[src/design/pkt_arb_pkg.sv]
// arbitration constants for exactly four inputs; share entries are loaded as count minus one
`default_nettype none

package pkt_arb_pkg;

    // --------------------
    // inputs
    // --------------------

    // number of source ports feeding the mux
    // the grant vector is one bit per input
    localparam int num_inputs = 4;

    // --------------------
    // shares
    // --------------------

    // share counter width
    // must hold the largest load value below
    localparam int share_cnt_w = 5;

    // packets allowed per win for each input
    //
    //   input | shares | load value
    //   0     |   5    |   4
    //   1     |   5    |   4
    //   2     |   20   |   19
    //   3     |   20   |   19
    //
    // stored minus one since the counter counts down to zero and the
    // zero flag only rises once the last allowed packet has ended
    // entry [0] is the rightmost field of the concatenation
    localparam logic [num_inputs-1:0][share_cnt_w-1:0] share_table = {
        5'd19,
        5'd19,
        5'd4,
        5'd4
    };

endpackage

`default_nettype wire

[src/design/pkt_stream_pkg.sv]
// data is opaque to the mux and the field widths are fixed for all four inputs
`default_nettype none

package pkt_stream_pkg;

    // --------------------
    // beat fields
    // --------------------

    // payload word carried on every beat
    // no bit of it is decoded inside the mux
    localparam int data_w = 32;

    // channel tag that travels with the beat
    // passed through untouched like the data
    localparam int channel_w = 8;

    // --------------------
    // packed beat
    // --------------------

    // the switch packs one beat into a single word before the and-or mux
    // layout from msb to lsb is
    //   channel
    //   data
    //   startofpacket
    //   endofpacket
    // two framing bits sit at the bottom
    localparam int payload_w = channel_w + data_w + 2;

endpackage

`default_nettype wire

[src/design/beat_switch.sv]
// purely combinational; assumes grant is one-hot or zero and held for a whole packet
`timescale 1ns/1ns
`default_nettype none

module beat_switch (
    input  logic [pkt_arb_pkg::num_inputs-1:0]                           grant,
    input  logic [pkt_arb_pkg::num_inputs-1:0]                           sink_valid,
    input  logic [pkt_arb_pkg::num_inputs-1:0][pkt_stream_pkg::data_w-1:0]    sink_data,
    input  logic [pkt_arb_pkg::num_inputs-1:0][pkt_stream_pkg::channel_w-1:0] sink_channel,
    input  logic [pkt_arb_pkg::num_inputs-1:0]                           sink_sop,
    input  logic [pkt_arb_pkg::num_inputs-1:0]                           sink_eop,
    output logic [pkt_arb_pkg::num_inputs-1:0]                           sink_ready,
    input  logic                                                         src_ready,
    output logic                                                         src_valid,
    output logic [pkt_stream_pkg::data_w-1:0]                            src_data,
    output logic [pkt_stream_pkg::channel_w-1:0]                         src_channel,
    output logic                                                         src_startofpacket,
    output logic                                                         src_endofpacket,
    output logic                                                         packet_done
);

    // --------------------
    // payload packing
    // --------------------

    logic [pkt_arb_pkg::num_inputs-1:0][pkt_stream_pkg::payload_w-1:0] sink_payload;
    logic [pkt_stream_pkg::payload_w-1:0]                              src_payload;

    // channel and data on top, framing bits at the bottom
    always_comb begin
        for (int i = 0; i < pkt_arb_pkg::num_inputs; i++) begin
            sink_payload[i] = {sink_channel[i], sink_data[i], sink_sop[i], sink_eop[i]};
        end
    end

    // --------------------
    // beat mux
    // --------------------

    // sum of products
    // with grant zero every term masks out and the output word is all zero
    always_comb begin
        src_payload = '0;
        for (int i = 0; i < pkt_arb_pkg::num_inputs; i++) begin
            src_payload |= sink_payload[i] & {pkt_stream_pkg::payload_w{grant[i]}};
        end
    end

    assign {src_channel, src_data, src_startofpacket, src_endofpacket} = src_payload;

    // only the granted input may present a beat
    assign src_valid = |(grant & sink_valid);

    // --------------------
    // ready and packet end
    // --------------------

    // ready goes back to the granted input only
    assign sink_ready = grant & {pkt_arb_pkg::num_inputs{src_ready}};

    // last beat of the packet actually leaving this cycle
    // the arbiter clears grant on this pulse
    assign packet_done = src_valid & src_ready & src_endofpacket;

endmodule

`default_nettype wire

[src/design/grant_arbiter.sv]
// grant is registered so each packet is followed by one idle arbitration cycle; four inputs only
`timescale 1ns/1ns
`default_nettype none

module grant_arbiter (
    input  logic                               clk,
    input  logic                               reset,
    input  logic [pkt_arb_pkg::num_inputs-1:0] valid_in,
    input  logic                               packet_done,
    output logic [pkt_arb_pkg::num_inputs-1:0] grant
);

    // --------------------
    // state
    // --------------------

    // one-hot pointer to the input that won last
    logic [pkt_arb_pkg::num_inputs-1:0]  last_grant;
    // packets left for the current winner minus one
    logic [pkt_arb_pkg::share_cnt_w-1:0] share_cnt;
    // set once the winner has used all its shares
    logic                                share_zero;

    // --------------------
    // next winner
    // --------------------

    logic                                arb_cycle;
    logic                                keep_winner;
    logic [pkt_arb_pkg::num_inputs-1:0]  after_mask;
    logic [pkt_arb_pkg::num_inputs-1:0]  cand;
    logic [pkt_arb_pkg::num_inputs-1:0]  next_winner;
    logic [pkt_arb_pkg::num_inputs-1:0]  next_grant;
    logic [pkt_arb_pkg::share_cnt_w-1:0] share_load;

    // idle with at least one request waiting
    assign arb_cycle = (grant == '0) && (|valid_in);

    // last winner still requesting and not out of shares
    assign keep_winner = (|(valid_in & last_grant)) && !share_zero;

    // mark every input strictly above the last winner
    always_comb begin
        logic seen;
        seen = 1'b0;
        for (int i = 0; i < pkt_arb_pkg::num_inputs; i++) begin
            after_mask[i] = seen;
            if (last_grant[i]) begin
                seen = 1'b1;
            end
        end
    end

    // requests above the last winner come first, else wrap to the bottom
    assign cand = (|(valid_in & after_mask)) ? (valid_in & after_mask) : valid_in;

    // lowest set bit of the candidates gives the circular winner
    always_comb begin
        logic found;
        found = 1'b0;
        next_winner = '0;
        for (int i = 0; i < pkt_arb_pkg::num_inputs; i++) begin
            if (cand[i] && !found) begin
                next_winner[i] = 1'b1;
                found = 1'b1;
            end
        end
    end

    assign next_grant = keep_winner ? last_grant : next_winner;

    // share load for a fresh winner
    // and-or select over the table like the beat mux
    always_comb begin
        share_load = '0;
        for (int i = 0; i < pkt_arb_pkg::num_inputs; i++) begin
            share_load |= pkt_arb_pkg::share_table[i]
                        & {pkt_arb_pkg::share_cnt_w{next_winner[i]}};
        end
    end

    // --------------------
    // registers
    // --------------------

    // pointer resets to the top input so the first search starts at input 0
    // zero flag resets high so nobody is kept as a repeat winner
    always_ff @(posedge clk or posedge reset) begin
        if (reset) begin
            grant      <= '0;
            last_grant <= {1'b1, {(pkt_arb_pkg::num_inputs-1){1'b0}}};
            share_cnt  <= '0;
            share_zero <= 1'b1;
        end else if (packet_done) begin
            // drop grant for one arbitration cycle after every packet
            grant <= '0;
            if (share_cnt == '0) begin
                share_zero <= 1'b1;
            end else begin
                share_cnt <= share_cnt - {{(pkt_arb_pkg::share_cnt_w-1){1'b0}}, 1'b1};
            end
        end else if (arb_cycle) begin
            grant      <= next_grant;
            last_grant <= next_grant;
            // a repeat winner keeps its running count
            if (!keep_winner) begin
                share_cnt  <= share_load;
                share_zero <= 1'b0;
            end
        end
    end

endmodule

`default_nettype wire

[src/design/pkt_mux_top.sv]
// four fixed inputs; sources must hold a beat stable while valid is high and ready is low
`timescale 1ns/1ns
`default_nettype none

module pkt_mux_top (
    input  logic                                 clk,
    input  logic                                 reset,
    input  logic                                 sink0_valid,
    input  logic [pkt_stream_pkg::data_w-1:0]    sink0_data,
    input  logic [pkt_stream_pkg::channel_w-1:0] sink0_channel,
    input  logic                                 sink0_startofpacket,
    input  logic                                 sink0_endofpacket,
    output logic                                 sink0_ready,
    input  logic                                 sink1_valid,
    input  logic [pkt_stream_pkg::data_w-1:0]    sink1_data,
    input  logic [pkt_stream_pkg::channel_w-1:0] sink1_channel,
    input  logic                                 sink1_startofpacket,
    input  logic                                 sink1_endofpacket,
    output logic                                 sink1_ready,
    input  logic                                 sink2_valid,
    input  logic [pkt_stream_pkg::data_w-1:0]    sink2_data,
    input  logic [pkt_stream_pkg::channel_w-1:0] sink2_channel,
    input  logic                                 sink2_startofpacket,
    input  logic                                 sink2_endofpacket,
    output logic                                 sink2_ready,
    input  logic                                 sink3_valid,
    input  logic [pkt_stream_pkg::data_w-1:0]    sink3_data,
    input  logic [pkt_stream_pkg::channel_w-1:0] sink3_channel,
    input  logic                                 sink3_startofpacket,
    input  logic                                 sink3_endofpacket,
    output logic                                 sink3_ready,
    output logic                                 src_valid,
    output logic [pkt_stream_pkg::data_w-1:0]    src_data,
    output logic [pkt_stream_pkg::channel_w-1:0] src_channel,
    output logic                                 src_startofpacket,
    output logic                                 src_endofpacket,
    input  logic                                 src_ready
);

    // --------------------
    // regrouped inputs
    // --------------------

    // index n of each vector belongs to sink n
    logic [pkt_arb_pkg::num_inputs-1:0]                                   valid_in;
    logic [pkt_arb_pkg::num_inputs-1:0][pkt_stream_pkg::data_w-1:0]    data_in;
    logic [pkt_arb_pkg::num_inputs-1:0][pkt_stream_pkg::channel_w-1:0] channel_in;
    logic [pkt_arb_pkg::num_inputs-1:0]                                   sop_in;
    logic [pkt_arb_pkg::num_inputs-1:0]                                   eop_in;
    logic [pkt_arb_pkg::num_inputs-1:0]                                   ready_out;
    logic [pkt_arb_pkg::num_inputs-1:0]                                   grant;
    logic                                                                 packet_done;

    assign valid_in   = {sink3_valid, sink2_valid, sink1_valid, sink0_valid};
    assign data_in    = {sink3_data, sink2_data, sink1_data, sink0_data};
    assign channel_in = {sink3_channel, sink2_channel, sink1_channel, sink0_channel};
    assign sop_in     = {sink3_startofpacket, sink2_startofpacket,
                         sink1_startofpacket, sink0_startofpacket};
    assign eop_in     = {sink3_endofpacket, sink2_endofpacket,
                         sink1_endofpacket, sink0_endofpacket};
    assign {sink3_ready, sink2_ready, sink1_ready, sink0_ready} = ready_out;

    // --------------------
    // grant then switch
    // --------------------

    grant_arbiter arb_i (
        .clk         (clk),
        .reset       (reset),
        .valid_in    (valid_in),
        .packet_done (packet_done),
        .grant       (grant)
    );

    beat_switch switch_i (
        .grant             (grant),
        .sink_valid        (valid_in),
        .sink_data         (data_in),
        .sink_channel      (channel_in),
        .sink_sop          (sop_in),
        .sink_eop          (eop_in),
        .sink_ready        (ready_out),
        .src_ready         (src_ready),
        .src_valid         (src_valid),
        .src_data          (src_data),
        .src_channel       (src_channel),
        .src_startofpacket (src_startofpacket),
        .src_endofpacket   (src_endofpacket),
        .packet_done       (packet_done)
    );

endmodule

`default_nettype wire

[config.mk]
export PLATFORM = sky130hd
export DESIGN_NAME = pkt_mux_top
export DESIGN_NICKNAME = d
export VERILOG_FILES = /design/src/design/pkt_arb_pkg.sv /design/src/design/pkt_stream_pkg.sv /design/src/design/beat_switch.sv /design/src/design/grant_arbiter.sv /design/src/design/pkt_mux_top.sv
export SDC_FILE = /design/constraint.sdc
export NUM_CORES = 1
export LEC_CHECK = 0
export ABC_AREA = 1
export BUFFER_PORTS_ARGS = -buffer_cell sky130_fd_sc_hd__buf_2
export CAP_MARGIN = 30
export CELL_PAD_IN_SITES_DETAIL_PLACEMENT = 0
export CELL_PAD_IN_SITES_GLOBAL_PLACEMENT = 1
export CORE_MARGIN = 2
export CORE_UTILIZATION = 18
export DETAILED_ROUTE_END_ITERATION = 8
export PLACE_DENSITY_LB_ADDON = 0.3
export SYNTH_ARGS = -nofsm -noshare
export SYNTH_HDL_FRONTEND = slang
export SYNTH_SLANG_ARGS = --single-unit
[constraint.sdc]
create_clock -name clk -period 1.2 [get_ports clk]
set_input_delay 0.06 -clock clk [delete_from_list [all_inputs] [get_ports clk]]
set_output_delay 0.06 -clock clk [all_outputs]
set_load 0.03 [all_outputs]
## After elaboration in Yosys (flattened, before gate mapping)

Cells that the tools add are included.
W data, S select, Z words.

| storage, ports and cells | value |
|---|---|
| register bits after elaboration | 14 |
| output and inout port bits | 47 |

| operators by class | value |
|---|---|
| add/sub/neg operators | 1 |
| equality and inequality tests | 3 |
| muxes and demuxes | 21 |
| bitwise logic cells | 17 |
| reductions and logical operators | 19 |

Operator list:

| cell | number |
|---|---|
| $and A42 B42 Y42 | 4 |
| $or A42 B42 Y42 | 3 |
| $mux W5 | 4 |
| $and A4 B4 Y4 | 4 |
| $mux W4 | 4 |
| $reduce_or A4 Y1 | 4 |
| $mux W1 | 13 |
| $or A5 B5 Y5 | 2 |
| $reduce_and A3 Y1 | 2 |
| $logic_and A1 B1 Y1 | 5 |
| $logic_not A5 Y1 | 1 |
| $sub A5 B1 Y5 const B | 1 |
| $logic_not A1 Y1 | 4 |
| $logic_not A4 Y1 | 1 |
| $ne A2 B2 Y1 const B | 2 |
| $or A3 B3 Y3 | 1 |
| $and A1 B1 Y1 | 2 |
| $ne A2 B1 Y1 const B | 1 |
| $reduce_and A2 Y1 | 1 |
| $reduce_bool A2 Y1 | 1 |
| $not A1 Y1 | 1 |

## Longest topological paths before layout

| depth | value |
|---|---|
| word-level depth | 20 |
| mapped depth | 11 |
| gate-level depth less buffers | 10 |

## By module

From an unflattened synthesis, not the netlist that was laid out.

| second synthesis, totals | value |
|---|---|
| cell total of the unflattened synthesis | 380 |
| area, all modules | 2127.0 um^2 |

By module, submodules not included:

| module | instances | cells each | area an instance (um^2) | sequential area each (um^2) |
|---|---|---|---|---|
| beat_switch | 1 | 250 | 1197.4 | 0.0 |
| grant_arbiter | 1 | 130 | 929.6 | 352.8 |

## Worst setup path before layout

OpenSTA, ideal clock, no wires.

| path | value |
|---|---|
| path kind | reg-to-reg |
| start | reg arb_i.grant[2] (netlist name) |
| end | reg arb_i.share_cnt[2] (netlist name) |
| library setup time | 0.116 ns |
| arrival | 1.244 ns |
| data required time | 1.084 ns |
| setup slack | -0.160 ns |
| cell stages (with the launch flop) | 11 |
| buffers on the path | 1 |
| period minus slack after synthesis | 1.360 ns |
| cell sequence | dfrtp_1 -> buf_4 -> nand2_1 -> nand2_1 -> inv_2 -> nand2_2 -> nand3_4 -> nor3_1 -> nor2_1 -> nand2_1 -> nand2_1 |

| on the way | value |
|---|---|
| cells in the longest elaborated chain, start to end | 6 |

Ends and longest elaborated chain:

| element | line | RTL |
|---|---|---|
| start, declared | grant_arbiter.sv:10 | `output logic [pkt_arb_pkg::num_inputs-1:0] grant` |
| start signal, assigned | grant_arbiter.sv:103 | `grant <= next_grant;` |
| $and A42 B42 Y42 * | beat_switch.sv:45 | `src_payload \|= sink_payload[i] & {pkt_stream_pkg::payload_w{grant[i]}};` |
| $or A42 B42 Y42 * (2 in a row) | beat_switch.sv:45 |  |
| net src_endofpacket | pkt_mux_top.sv:36 | `output logic src_endofpacket,` |
| $and A1 B1 Y1 * | beat_switch.sv:63 | `assign packet_done = src_valid & src_ready & src_endofpacket;` |
| $ne A2 B2 Y1 (no source line), or another cell as far along | -- |  |
| $reduce_and A3 Y1 (no source line) | -- |  |
| end signal, assigned | grant_arbiter.sv:100 | `share_cnt <= share_cnt - {{(pkt_arb_pkg::share_cnt_w-1){1'b0}}, 1'b1};` |
| end signal, assigned | grant_arbiter.sv:107 | `share_cnt <= share_load;` |
| end, declared | grant_arbiter.sv:20 | `logic [pkt_arb_pkg::share_cnt_w-1:0] share_cnt;` |

The timed path passes the listed nets; every way through them passes the cells marked *.
A chain may end at the register's enable or synchronous reset.

## Worst setup path after layout

| path | value |
|---|---|
| start | reg arb_i.grant[2] (netlist name) |
| end | reg arb_i.share_cnt[2] (netlist name) |

| on the way | value |
|---|---|
| cells in the longest elaborated chain, start to end | 6 |

Ends and longest elaborated chain:

| element | line |
|---|---|
| $and A4 B4 Y4 / $and A42 B42 Y42 (equally long branches) | beat_switch.sv:52, beat_switch.sv:45 |
| $reduce_or A4 Y1 / $or A42 B42 Y42 (equally long branches) | beat_switch.sv:52, beat_switch.sv:45 |
| $and A1 B1 Y1 / $or A42 B42 Y42 (equally long branches) | beat_switch.sv:63, beat_switch.sv:45 |
| $and A1 B1 Y1 | beat_switch.sv:63 |
| $ne A2 B2 Y1 (no source line), or another cell as far along | -- |
| $reduce_and A3 Y1 (no source line) | -- |

Several ways; a longest one is shown, not always the timed one.

==> results.sh <==
export IMPL_outcome="complete, but fails checks"
export IMPL_violations="negative setup slack"
export IMPL_antenna_found_initial=3
export IMPL_ff_latch_area_sq_um=357.8
export IMPL_layout_nets=811
export IMPL_avgSynthCellArea_sq_um=5.368
export IMPL_route_detailed_drc=0
export IMPL_finClkSkew_ns=0.002560
export IMPL_synth_top_area_share=0.4059
export IMPL_finalCriticalPeriod_ns=1.460
export IMPL_viasPerCell=4.442
export IMPL_worstPathArrival_ns=1.64
export IMPL_yosysTopAreaCell="nand2_1"
export IMPL_cellLeakagePower_uw=0.002309
export IMPL_synthTopCellsByArea="nand2_1, dfrtp_1, nand4_1"
export IMPL_path_class="reg -> reg"
export IMPL_peakVddDrop_mv=1.510
export IMPL_synth_ff_type="dfrtp_1"
export IMPL_relSlewSlack=0.6208
export IMPL_clkLatencyLatePin_ns=0.24
export IMPL_cts_buffers=3
export IMPL_io_buffers=221
export IMPL_wl_mm=11.33
export IMPL_cts_max_level=1
export IMPL_layout_drive_gt1_share=0.5292
export IMPL_hpwlAfterDp_mm=8.102
export IMPL_async_reset_ff_frac=1.000
export IMPL_netlist_area_sq_um=2034
export IMPL_grt_usage=0.1613
export IMPL_synth_most_common_cell="nand2_1"
export IMPL_synth_fp_nets=556
export IMPL_routed_via_count=3438
export IMPL_clkSinkCount=14
export IMPL_worst_path_most_repeated_cell="nand2_4"
export IMPL_critical_path_buf_inv_count=2
export IMPL_finalPower_uw=10870
export IMPL_setup_viol=60
export IMPL_wl_per_cell_microns=14.64
export IMPL_overflow=0
export IMPL_tightest_slew_ns=0.5681
export IMPL_crit_chain="buf_6 -> nor2_4 -> nand2_4 -> nor2_8 -> nand2_4 -> nand2_4 -> inv_4 -> nor2_1 -> nand2_1 -> nand2_1"
export IMPL_first_global_vias=3150
export IMPL_postRouteAntennaNets=0
export IMPL_slowest_delay_ns=0.44
export IMPL_rows=38
export IMPL_synth_edff_count=0
export IMPL_synth_seq_cells=14
export IMPL_slew_viol_final=0
export IMPL_min_path_type="in -> reg"
export IMPL_slowest_stage="dfrtp_2"
export IMPL_die_area_sq_um=12170
export IMPL_critical_path_top_delay_family="simple AND/OR/NAND/NOR gates"
export IMPL_cp_end_kind="flip-flop"
export IMPL_io_pins=222
export IMPL_grt_pass1_wl_mm=15.54
export IMPL_synth_distinct_cells=27
export IMPL_ys_seq_area_frac=0.1734
export IMPL_final_cell_area_sq_um=4270
export IMPL_final_util=0.3905
export IMPL_fin_crit_sh=1.217
export IMPL_syn2layout_area_growth_pct=109.9
export IMPL_die_x_microns=110.3
export IMPL_worst_slack_ns=-0.2603
export IMPL_drt_pre_antenna_iters=4
export IMPL_synth_cells=379
export IMPL_cts_tree="yes"
export IMPL_nFillCells=1174
export IMPL_synth_common_cells="nand2_1, nand4_1, inv_1, clkbuf_1, nor2_1"
export IMPL_cp_required_ns=1.38
export IMPL_place_area_sq_um=3478
export IMPL_place_gp_congestion=0.8349
export IMPL_die_height_microns=110.3
export IMPL_path_clk_slew_ns=0.05
export IMPL_finalSetupTns_ns=-11.06
export IMPL_timing_fmax_ghz=0.6848
export IMPL_finalHoldViolCount=0
export IMPL_clk_path_buf_depth=2
export IMPL_power_density_nw_per_um2=2545
export IMPL_cts_root_buffer_cell="clkbuf_16"
export IMPL_drv_cap=0
export IMPL_start_kind="flip-flop"
export IMPL_worstPathMaxFanout=6
export IMPL_grt_max_degree=27
export IMPL_drt_iter0_markers=182
export IMPL_synth_warnings=0
export IMPL_rsz0062_at_grt="yes"
export IMPL_start_util=0.1860
export IMPL_dp_worst_setup_slack_ns=-0.1708
export IMPL_core_area_sq_um=10940
export IMPL_multi_input_area_sq_um=1624
tightest hold or removal path: stages:
cell,delay [ns]
buf_2,0.13
nand2_1,0.07
nor2_1,0.04
nand2_1,0.09
nand2_1,0.06
per-layer routing:
layer  track usage  share of wire  vias to the layer above
li1              -              -                     1723
met2        0.3186           0.53                      125
met3       0.02352          0.072                        6
met5             0         0.0024                        -
met4       0.01518         0.0029                        4
met1        0.1880           0.39                     1580
path summary, 6_finish.rpt:
kind,start,endpoint,slack (ns),depth (start not counted)
min in group asynchronous,reset,arb_i.last_grant[0],0.41,3
max,arb_i.grant[2],arb_i.share_cnt[2],-0.26,10
max in group asynchronous,reset,arb_i.grant[3],0.38,3
max reg2reg,arb_i.grant[2],arb_i.share_cnt[2],-0.26,10
min reg2reg,arb_i.last_grant[3],arb_i.last_grant[3],0.48,2
min,sink2_valid,arb_i.last_grant[2],0.25,5
placed cells by master (no fill, tap or decap), drive strengths merged:
cell,instances
buf,266
nand2,227
nand4,42
inv,25
nor2,21
dfrtp,12
nand3,9
a21oi,8
clkbuf,7
o21ai,4
xor2,2
ha,2
dfstp,2
diode,1
nand3b,1
or2,1
a21boi,1
nor3,1
o211ai,1
dlygate4sd3,1
power by group:
| part | switching (uW) | internal [uW] |
|---|---|---|
| sequential | 189 | 706 |
| clock | 196 | 505 |
| combinational | 5280 | 3990 |
| total | 5660 | 5210 |
flip-flops by register name, summed over array words and instances, names as in the netlist:
signal            count
arb_i.share_cnt       5
arb_i.share_zero      1
arb_i.grant           4
arb_i.last_grant      4
logic make-up (layout without fill, tap and decap cells):
family          count (synthesis)  in the layout  share of synthesized area
compound gates                 14             14                    0.04244
xor+xnor                        2              2                   0.008612
fa+ha+maj                       2              2                    0.01230
buf+inv                        45            299                    0.09409
flops                          14             14                     0.1734
other cells                     0              1                          0
simple gates                  302            302                     0.6691
timing repair:
| item | 4_1_cts | 5_1_grt |
|---|---|---|
| gates cloned | 1 | 2 |
| setup buffers | 8 | 12 |
| setup endpoints to repair | 60 | 61 |
| hold buffers | 1 | 0 |
| gates resized for setup | 124 | 33 |
| hold endpoints to repair | 12 | 0 |
| pin swaps | 13 | 28 |
area by class of cell:
type	count	share of cell area
diodes	1	0.0005860
inverters	25	0.02315
clock buffers	4	0.02080
well taps	140	0.04102
flip-flops and latches	14	0.08380
multi-input cells	320	0.3803
repair buffers	270	0.4503
through the flow:
| stage | hold WS [ns] | std cells |
|---|---|---|
| floorplan | -0.05221 | 379 |
| global placement | 0.1445 | 748 |
| detailed placement | 0.1467 | 748 |
| CTS | 0.2248 | 762 |
| global route | 0.3059 | 773 |
| finish | 0.2464 | 774 |
Power figures use the tool's default switching activity.
